===== src/clock_pkg.sv =====
`default_nettype none

package clock_pkg;

  localparam int bcd_digit_w = 4;

  // one two-digit BCD field, tens in the upper nibble
  typedef logic [2*bcd_digit_w-1:0] bcd2_t;

  // highest tens digit allowed while keying in a value
  localparam logic [bcd_digit_w-1:0] sec_tens_max  = 4'd5;
  localparam logic [bcd_digit_w-1:0] min_tens_max  = 4'd5;
  localparam logic [bcd_digit_w-1:0] hour_tens_max = 4'd2;
  localparam logic [bcd_digit_w-1:0] units_max     = 4'd9;

  localparam bcd2_t sec_last  = 8'h59;
  localparam bcd2_t min_last  = 8'h59;
  localparam bcd2_t hour_last = 8'h23;
  localparam bcd2_t noon_hour = 8'h12;

  typedef struct packed {
    bcd2_t hour;  // bits 23:16
    bcd2_t min;
    bcd2_t sec;
  } bcd_time_t;

  typedef enum logic [1:0] {
    mode_run       = 2'd0,
    mode_set_time  = 2'd1,
    mode_set_alarm = 2'd2,
    mode_set_timer = 2'd3
  } clock_mode_e;

  typedef enum logic [1:0] {
    field_hour = 2'd0,
    field_min  = 2'd1,
    field_sec  = 2'd2
  } set_field_e;

  // next BCD value, back to 00 once last is reached
  function automatic bcd2_t bcd_inc(input bcd2_t value, input bcd2_t last);
    bcd2_t result;
    if (value == last) begin
      result = '0;
    end else if (value[bcd_digit_w-1:0] == units_max) begin
      result = {value[2*bcd_digit_w-1:bcd_digit_w] + 1'b1, {bcd_digit_w{1'b0}}};  // carry
    end else begin
      result = value + 1'b1;
    end
    return result;
  endfunction

  // previous BCD value, 00 wraps round to last
  function automatic bcd2_t bcd_dec(input bcd2_t value, input bcd2_t last);
    bcd2_t result;
    if (value == '0) begin
      result = last;
    end else if (value[bcd_digit_w-1:0] == '0) begin
      result = {value[2*bcd_digit_w-1:bcd_digit_w] - 1'b1, units_max};  // borrow
    end else begin
      result = value - 1'b1;
    end
    return result;
  endfunction

endpackage

`default_nettype wire


===== src/time_setter.sv =====
`timescale 1ns/1ps
`default_nettype none

module time_setter (
  input  logic                   clk,
  input  logic                   rst,
  input  clock_pkg::clock_mode_e mode,
  input  logic                   button_tens,
  input  logic                   button_units,
  input  logic                   button_next,
  output clock_pkg::bcd_time_t   entry_time,
  output logic                   entry_active
);

  import clock_pkg::*;

  set_field_e                 field;
  logic                       active_q;  // entry_active one cycle late
  logic                       entry_start;
  bcd2_t                      cur_field;
  bcd2_t                      next_field;
  logic [bcd_digit_w-1:0]     tens_limit;

  assign entry_active = (mode != mode_run);
  assign entry_start  = entry_active && !active_q;

  // digit stepping on the field under edit
  always_comb begin
    case (field)
      field_min: begin
        cur_field  = entry_time.min;
        tens_limit = min_tens_max;
      end
      field_sec: begin
        cur_field  = entry_time.sec;
        tens_limit = sec_tens_max;
      end
      default: begin
        cur_field  = entry_time.hour;
        tens_limit = hour_tens_max;
      end
    endcase

    next_field = cur_field;
    if (button_tens) begin
      next_field[2*bcd_digit_w-1:bcd_digit_w] =
        (cur_field[2*bcd_digit_w-1:bcd_digit_w] >= tens_limit) ?
        '0 : cur_field[2*bcd_digit_w-1:bcd_digit_w] + 1'b1;
    end
    if (button_units) begin
      next_field[bcd_digit_w-1:0] =
        (cur_field[bcd_digit_w-1:0] >= units_max) ? '0 : cur_field[bcd_digit_w-1:0] + 1'b1;
    end
  end

  always_ff @(posedge clk) begin
    if (rst) begin
      active_q   <= 1'b0;
      field      <= field_hour;
      entry_time <= '0;
    end else begin
      active_q <= entry_active;
      if (entry_start) begin
        // fresh entry, start from 00:00:00 on the hour field
        field      <= field_hour;
        entry_time <= '0;
      end else if (entry_active) begin
        case (field)
          field_min: entry_time.min  <= next_field;
          field_sec: entry_time.sec  <= next_field;
          default:   entry_time.hour <= next_field;
        endcase

        if (button_next) begin
          case (field)
            field_hour: field <= field_min;
            field_min:  field <= field_sec;
            default:    field <= field_hour;
          endcase
        end
      end
    end
  end

  a_field_legal: assert property (@(posedge clk) disable iff (rst)
    field inside {field_hour, field_min, field_sec})
    else $error("time_setter: field state left the legal set");

endmodule

`default_nettype wire


===== src/time_counter.sv =====
`timescale 1ns/1ps
`default_nettype none

module time_counter (
  input  logic                   clk,
  input  logic                   rst,
  input  logic                   tick,
  input  clock_pkg::clock_mode_e mode,
  input  clock_pkg::bcd_time_t   entry_time,
  output clock_pkg::bcd_time_t   clock_time
);

  import clock_pkg::*;

  logic sec_wrap;
  logic min_wrap;

  assign sec_wrap = (clock_time.sec == sec_last);
  assign min_wrap = sec_wrap && (clock_time.min == min_last);

  always_ff @(posedge clk) begin
    if (rst) begin
      clock_time <= '0;
    end else if (mode == mode_set_time) begin
      clock_time <= entry_time;  // follows the entry while setting
    end else if (mode == mode_run && tick) begin
      clock_time.sec <= bcd_inc(clock_time.sec, sec_last);
      if (sec_wrap) begin
        clock_time.min <= bcd_inc(clock_time.min, min_last);
      end
      // 23:59:59 rolls over to midnight
      if (min_wrap) begin
        clock_time.hour <= bcd_inc(clock_time.hour, hour_last);
      end
    end
  end

  a_sec_range: assert property (@(posedge clk) disable iff (rst)
    (mode == mode_run) |-> (clock_time.sec <= sec_last))
    else $error("time_counter: seconds out of range while running");

endmodule

`default_nettype wire


===== src/countdown_timer.sv =====
`timescale 1ns/1ps
`default_nettype none

module countdown_timer (
  input  logic                   clk,
  input  logic                   rst,
  input  logic                   tick,
  input  clock_pkg::clock_mode_e mode,
  input  clock_pkg::bcd_time_t   entry_time,
  output clock_pkg::bcd_time_t   timer_time,
  output logic                   timer_buzzer
);

  import clock_pkg::*;

  logic timer_zero;
  logic sec_borrow;
  logic min_borrow;

  assign timer_zero = (timer_time == '0);
  assign sec_borrow = (timer_time.sec == '0);
  assign min_borrow = sec_borrow && (timer_time.min == '0);

  always_ff @(posedge clk) begin
    if (rst) begin
      timer_time   <= '0;
      timer_buzzer <= 1'b0;
    end else if (mode == mode_set_timer) begin
      timer_time   <= entry_time;
      timer_buzzer <= 1'b0;  // reload silences the buzzer
    end else if (tick && !timer_buzzer) begin
      if (timer_zero) begin
        timer_buzzer <= 1'b1;  // latched until the next reload
      end else begin
        timer_time.sec <= bcd_dec(timer_time.sec, sec_last);
        if (sec_borrow) begin
          timer_time.min <= bcd_dec(timer_time.min, min_last);
        end
        if (min_borrow) begin
          timer_time.hour <= bcd_dec(timer_time.hour, hour_last);
        end
      end
    end
  end

  a_buzzer_at_zero: assert property (@(posedge clk) disable iff (rst)
    timer_buzzer |-> timer_zero)
    else $error("countdown_timer: buzzer high with time left");

endmodule

`default_nettype wire


===== src/alarm_matcher.sv =====
`timescale 1ns/1ps
`default_nettype none

module alarm_matcher (
  input  logic                   clk,
  input  logic                   rst,
  input  clock_pkg::clock_mode_e mode,
  input  clock_pkg::bcd_time_t   entry_time,
  input  clock_pkg::bcd_time_t   clock_time,
  output clock_pkg::bcd_time_t   alarm_time,
  output logic                   alarm_ring
);

  import clock_pkg::*;

  bcd2_t alarm_hour;
  bcd2_t alarm_min;
  logic  armed;
  logic  match;

  // seconds play no part in the alarm
  assign alarm_time = {alarm_hour, alarm_min, 8'h00};
  assign match      = (clock_time.hour == alarm_hour) && (clock_time.min == alarm_min);

  always_ff @(posedge clk) begin
    if (rst) begin
      alarm_hour <= '0;
      alarm_min  <= '0;
      armed      <= 1'b0;
      alarm_ring <= 1'b0;
    end else begin
      if (mode == mode_set_alarm) begin
        alarm_hour <= entry_time.hour;
        alarm_min  <= entry_time.min;
        armed      <= 1'b1;
      end
      alarm_ring <= armed && match;  // stays up for the whole matching minute
    end
  end

endmodule

`default_nettype wire


===== src/display_formatter.sv =====
`timescale 1ns/1ps
`default_nettype none

module display_formatter (
  input  clock_pkg::clock_mode_e mode,
  input  logic                   twelve_hour,
  input  clock_pkg::bcd_time_t   clock_time,
  input  clock_pkg::bcd_time_t   alarm_time,
  input  clock_pkg::bcd_time_t   timer_time,
  output clock_pkg::bcd_time_t   display_time,
  output logic                   pm
);

  import clock_pkg::*;

  bcd_time_t              shown;
  bcd2_t                  hour_12;
  logic [bcd_digit_w-1:0] hour_units;
  logic                   use_12h;

  assign use_12h    = (mode == mode_run) && twelve_hour;
  assign hour_units = shown.hour[bcd_digit_w-1:0];

  always_comb begin
    case (mode)
      mode_set_alarm: shown = alarm_time;
      mode_set_timer: shown = timer_time;
      default:        shown = clock_time;
    endcase
  end

  // 24h to 12h hour, digit by digit
  always_comb begin
    hour_12 = shown.hour;
    if (shown.hour == '0) begin
      hour_12 = noon_hour;  // midnight shows as 12
    end else if (shown.hour > noon_hour) begin
      if (shown.hour[2*bcd_digit_w-1:bcd_digit_w] == 4'd1) begin
        hour_12 = {4'd0, hour_units - 4'd2};  // 13..19
      end else if (hour_units < 4'd2) begin
        hour_12 = {4'd0, hour_units + 4'd8};  // 20, 21
      end else begin
        hour_12 = {4'd1, hour_units - 4'd2};  // 22, 23
      end
    end
  end

  assign display_time = use_12h ? {hour_12, shown.min, shown.sec} : shown;
  assign pm           = use_12h && (shown.hour >= noon_hour);

endmodule

`default_nettype wire


===== src/clock_top.sv =====
`timescale 1ns/1ps
`default_nettype none

module clock_top (
  input  logic                   clk,
  input  logic                   rst,
  input  logic                   tick,
  input  clock_pkg::clock_mode_e mode,
  input  logic                   button_tens,
  input  logic                   button_units,
  input  logic                   button_next,
  input  logic                   twelve_hour,
  output clock_pkg::bcd_time_t   display_time,
  output logic                   pm,
  output logic                   alarm_ring,
  output logic                   timer_buzzer
);

  import clock_pkg::*;

  bcd_time_t entry_time;
  bcd_time_t clock_time;
  bcd_time_t alarm_time;
  bcd_time_t timer_time;

  // each block below decodes mode on its own
  time_setter time_setter_inst (
    .clk          (clk),
    .rst          (rst),
    .mode         (mode),
    .button_tens  (button_tens),
    .button_units (button_units),
    .button_next  (button_next),
    .entry_time   (entry_time),
    .entry_active ()
  );

  time_counter time_counter_inst (
    .clk        (clk),
    .rst        (rst),
    .tick       (tick),
    .mode       (mode),
    .entry_time (entry_time),
    .clock_time (clock_time)
  );

  countdown_timer countdown_timer_inst (
    .clk          (clk),
    .rst          (rst),
    .tick         (tick),
    .mode         (mode),
    .entry_time   (entry_time),
    .timer_time   (timer_time),
    .timer_buzzer (timer_buzzer)
  );

  alarm_matcher alarm_matcher_inst (
    .clk        (clk),
    .rst        (rst),
    .mode       (mode),
    .entry_time (entry_time),
    .clock_time (clock_time),
    .alarm_time (alarm_time),
    .alarm_ring (alarm_ring)
  );

  display_formatter display_formatter_inst (
    .mode         (mode),
    .twelve_hour  (twelve_hour),
    .clock_time   (clock_time),
    .alarm_time   (alarm_time),
    .timer_time   (timer_time),
    .display_time (display_time),
    .pm           (pm)
  );

endmodule

`default_nettype wire


===== config.mk =====
export PLATFORM = sky130hd
export DESIGN_NAME = clock_top
export DESIGN_NICKNAME = d
export VERILOG_FILES = /design/src/clock_pkg.sv /design/src/time_setter.sv /design/src/time_counter.sv /design/src/countdown_timer.sv /design/src/alarm_matcher.sv /design/src/display_formatter.sv /design/src/clock_top.sv
export SDC_FILE = /design/constraint.sdc
export NUM_CORES = 1
export LEC_CHECK = 0
export ABC_AREA = 0
export BUFFER_PORTS_ARGS = -buffer_cell sky130_fd_sc_hd__buf_2
export CAP_MARGIN = 5
export CORE_ASPECT_RATIO = 0.9
export CORE_MARGIN = 1
export CORE_UTILIZATION = 39
export DETAILED_ROUTE_END_ITERATION = 10
export MAX_ROUTING_LAYER = met4
export PLACE_DENSITY = 0.56
export SYNTH_ARGS = -nofsm -noshare
export SYNTH_HDL_FRONTEND = slang
export SYNTH_SLANG_ARGS = --single-unit

===== constraint.sdc =====
create_clock -name clk -period 6.8 [get_ports clk]
set_clock_uncertainty 0.15 [all_clocks]
set_input_delay 0.68 -clock clk [delete_from_list [all_inputs] [get_ports clk]]
set_output_delay 0.68 -clock clk [all_outputs]
set_load 0.01 [all_outputs]

Word-level counts from Yosys, hierarchy flattened
Cells that the tools add are included.
{"block": "classes", "add_sub_neg": 16, "n_reduce_logical": 41, "muxes": 34, "n_bitwise": 1, "n_lt_le_gt_ge": 5, "eq_ne": 15}
{"op": "$mux 8", "count": 19}
{"op": "$mux 24", "count": 6}
{"op": "$pmux 24 s2", "count": 1}
{"op": "$logic_not 8->1", "count": 4}
{"op": "$add 8x1->8 const B", "count": 3}
{"op": "$logic_not 24->1", "count": 1}
{"op": "$sub 8x1->8 const B", "count": 3}
{"op": "$add 4x1->4 const B", "count": 5}
{"op": "$eq 8x7->1 const B", "count": 2}
{"op": "$eq 8x8->1", "count": 2}
{"op": "$mux 4", "count": 4}
{"op": "$pmux 8 s2", "count": 1}
{"op": "$reduce_and 2->1", "count": 8}
{"op": "$reduce_bool 2->1", "count": 7}
{"op": "$eq 4x4->1 const B", "count": 3}
{"op": "$logic_not 4->1", "count": 3}
{"op": "$sub 4x1->4 const B", "count": 3}
{"op": "$logic_and 1x1->1", "count": 9}
{"op": "$eq 8x6->1 const B", "count": 1}
{"op": "$ge 8x5->1 const B", "count": 1}
{"op": "$gt 8x5->1 const B", "count": 1}
{"op": "$eq 2x2->1 const B", "count": 3}
{"op": "$reduce_and 3->1", "count": 2}
{"op": "$reduce_or 2->1", "count": 3}
{"op": "other kinds (14)", "count": 17}
{"block": "totals", "out_inout_bits": 27, "elab_cells": 128, "input_bits": 9, "register_bits": 94}

Longest topological paths before layout
{"block": "logic_depth", "ltp_word": 8, "mapped_depth": 12}

Cells and area by module
A second synthesis with hierarchy kept.
{"block": "hier_totals", "hier_cells": 851, "area_unflattened_um2": 6796.5}
{"mod": "time_counter", "seq_area_each_um2": 480.5, "area_each_um2": 1885.6, "instances": 1, "cells_each": 229}
{"mod": "countdown_timer", "seq_area_each_um2": 500.5, "area_each_um2": 1667.8, "instances": 1, "cells_each": 212}
{"mod": "time_setter", "seq_area_each_um2": 540.5, "area_each_um2": 1547.7, "instances": 1, "cells_each": 178}
{"mod": "alarm_matcher", "seq_area_each_um2": 360.3, "area_each_um2": 858.3, "instances": 1, "cells_each": 107}
{"mod": "display_formatter", "seq_area_each_um2": 0.0, "area_each_um2": 837.1, "instances": 1, "cells_each": 125}

Worst setup path before layout
No wires, ideal clock.
{"block": "synth_path", "path_type": "input to output", "from": "input port mode[1]", "to": "output port display_time[19] (netlist name)", "cell_stages": 8, "arrival_ns": 2.227, "n_path_buf": 2, "path_slack_ns": 3.743, "path_cell_list": "buf_2 buf_2 a21oi_1 inv_1 ha_1 a21oi_1 a31oi_1 a311oi_1"}
{"element": "start, declared", "line": "clock_top.sv:8", "source": "input clock_pkg::clock_mode_e mode,"}
{"element": "end, declared", "line": "clock_top.sv:13", "source": "output clock_pkg::bcd_time_t display_time,"}

==> flow_summary.yaml <==
status:
  status: "finished, final reports clean"
pwr:
  clkPwrFrac_pct: 34.6
  swShare_pct: 32.06
  p_leak_nw: 2.594
  power.density_nw_per_um2: 208.8
  pwr-share-comb_pct: 22.1
  p_int_mw: 0.9681
  p_switching_mw: 0.4569
  irDropWorstVdd_mv: 0.1511
  pwr-share-seq_pct: 43.4
global_route:
  grt_max_degree: 68
  grt_pass1_vias: 5544
  grt-ovfl-total: 0
  antenna_found_initial: 0
  track_usage_pct: 25.18
  grt_pass1_wl_um: 30880
critical_path:
  reg2reg_from: "time_setter_inst.field[0]"
  start_kind: "input port"
  r2r_setup_slack_ns: 3.43
  crit_required_ns: 5.97
  worstPathMaxFanout: 39
  r2r_end: "time_setter_inst.entry_time[22]"
  end_kind: "output pin"
  cp.arrival_ns: 2.87
  ff2ff_path_depth: 10
  crit_start: "mode[0]"
  cp-endpoint: "display_time[19]"
  worstSetupPathType: "in2out"
yosys:
  synth-edff-count: 0
  avgSynthCellArea_um2: 7.695
  synth_area_um2: 6317
  async_flop_share_pct: 0
  yosys_warnings: 0
  synth_most_common_cell: "nor2_1"
  ys_ff_latch: 94
  ys.flop_type: "dfxtp_1"
  syn-instance-count: 821
  ys_top_cells_by_count: "nor2_1 (110), dfxtp_1 (94), a21oi_1 (78)"
  ys_seq_area_share_pct: 29.79
  synth.top_cell.area_share_pct: 29.79
  syn_nets: 857
  synthTopCellsByArea: "dfxtp_1 (30%), nor2_1 (6.5%), a21oi_1 (6.2%)"
  synth_top_cell_by_area: "dfxtp_1"
  synth_cell_types: 73
layout:
  multiInputGateArea_um2: 4050
  area_growth_pct: 8.002
  diodes: 0
  register_area_um2: 1882
  fillers: 1594
  drive_above_1_share_pct: 9.268
  nets: 853
detailed_routing:
  vias: 6054
  drt-total-wl_um: 19640
  wl_per_cell_um: 19.22
  dr.pass1.iters: 9
  ant_nets: 0
  drt_iter0_drc: 629
  via_per_inst: 5.924
  drc: 0
clock_tree:
  clock-sinks: 94
  cts_made_buffers: 9
  cts_resized: 0
  htreeDepth: 3
  cts_hold_buf: 0
  cts_buffer_depth: 2
  cts_root_buf: "clkbuf_16"
  clk_latency_ns: 0.35
  cts_tree: "done"
  clk_pin_slew_ns: 0.06
  cts_setup_buffers: 0
sta:
  slew_violations: 0
  min_period_ns: 3.699
  fin_crit_sh_pct: 54.40
  hold_slack_ns: 0.3269
  rsz0062_at_grt: "no"
  setup_tns_ns: 0
  slew_headroom_pct: 22.50
  hold_violations: 0
  fmax_ghz: 0.2703
  tightest_slew_ns: 1.160
  final-setup-viol-count: 0
hold_path:
  hold_class: "reg2reg"
floorplanning:
  start_util_pct: 40.49
  die_x_um: 136.2
  die_h_um: 122.7
  fp-row-count: 43
  die_area_um2: 16710
  core_area_um2: 15600
  io_pins: 36
placement:
  io_buffers: 35
  dp_hpwl_um: 14230
  place_congestion: 0.8531
flow_run:
  cap_violations: 0
## area by class of cell
| cell class | count | area share (%) |
|---|---|---|
| multi-input cells | 634 | 59.36 |
| flip-flops and latches | 94 | 27.58 |
| clock buffers | 13 | 3.961 |
| well taps | 202 | 3.704 |
| repair buffers | 42 | 3.338 |
| inverters | 36 | 1.981 |
| clock inverters | 1 | 0.07335 |
## cell usage in the layout, fill, tap and decap left out, types with 4 or more instances in the layout
cell type    n
a211o_1      4
a211oi_1    50
a21o_1       4
a21oi_1     78
a221oi_1     6
a22oi_1      8
a311oi_1     5
a31oi_1      6
and2_1      10
and3_1       4
buf_2       35
buf_4        7
clkbuf_16    9
dfxtp_1     94
ha_1        27
inv_1       36
mux2i_1     28
nand2_1     64
nand2b_1    10
nand3_1     19
nand3b_1     6
nand4_1      5
nor2_1     110
nor2b_1      7
nor3_1      15
nor3b_1      5
nor4_1      12
nor4b_1      4
o211ai_1     8
o21a_1       7
o21ai_0     38
or4_1        5
xnor2_1     14
xor2_1      14
## state kept, by name, summed over array words and instances, names as in the netlist
name,count
alarm_matcher_inst.alarm_hour,8
alarm_matcher_inst.alarm_min,8
alarm_matcher_inst.alarm_ring,1
alarm_matcher_inst.armed,1
countdown_timer_inst.timer_buzzer,1
countdown_timer_inst.timer_time,24
time_counter_inst.clock_time,24
time_setter_inst.active_q,1
time_setter_inst.entry_time,24
time_setter_inst.field,2
## cells by family (layout without fill, tap and decap cells)
family                     after synthesis  count (layout)  synth area share, %
AOI/OAI and AO/OA                      253             253                26.60
and+or+nand+nor                        297             297                23.63
xor gates and xnor gates                28              28                3.882
adders and majority gates               27              27                5.348
buffers and inverters                   93              92                6.140
DFF                                     94              94                29.79
muxes                                   29              29                4.615
## how the worst min path moves through the flow
stage	cells past startpoint	slack (ns)	from	end
floorplan	2	0.28	alarm_matcher_inst.armed	alarm_matcher_inst.armed
global placement	2	0.29	alarm_matcher_inst.armed	alarm_matcher_inst.armed
detailed placement	2	0.31	alarm_matcher_inst.armed	alarm_matcher_inst.armed
CTS	2	0.33	alarm_matcher_inst.armed	alarm_matcher_inst.armed
global route	2	0.36	alarm_matcher_inst.armed	alarm_matcher_inst.armed
finish	2	0.33	alarm_matcher_inst.armed	alarm_matcher_inst.armed
## power by group through the flow
stage,clock network (mW),logic [mW],registers [mW]
after floorplan,0,0.246,0.610
after global placement,0,0.307,0.628
after detailed placement,0,0.311,0.629
after CTS,0.504,0.313,0.617
after global routing,0.522,0.349,0.621
final,0.492,0.314,0.618
## through the flow
step	utilization, %	worst slack, ns	total power, mW	cell area [um^2]	std cells
5_1_grt	43.73	2.836	1.491	6823	1022
4_1_cts	43.73	3.067	1.434	6823	1022
3_5_place_dp	41.96	3.068	0.9403	6548	1008
2_1_floorplan	-	3.743	0.8558	6317	821
6_report	43.73	3.101	1.425	6823	1022
3_3_place_gp	41.96	3.061	0.9350	6548	1008
## worst max-delay path, cell delays in order
cell      delay, ns
buf_2          0.08
buf_4          0.47
mux2i_1        0.14
a21oi_1        0.39
inv_1          0.20
ha_1           0.26
a21oi_1        0.13
a31oi_1        0.06
a311oi_1       0.27
buf_2          0.17
## layer usage
layer | routed length [um] | GRT usage (%)
met1 | 9849 | 36.40
met2 | 8414 | 35.56
met3 | 1200 | 5.081
met4 | 178 | 5.556
met5 | 0 | -
No activity file was read; power rests on OpenSTA's default activity.
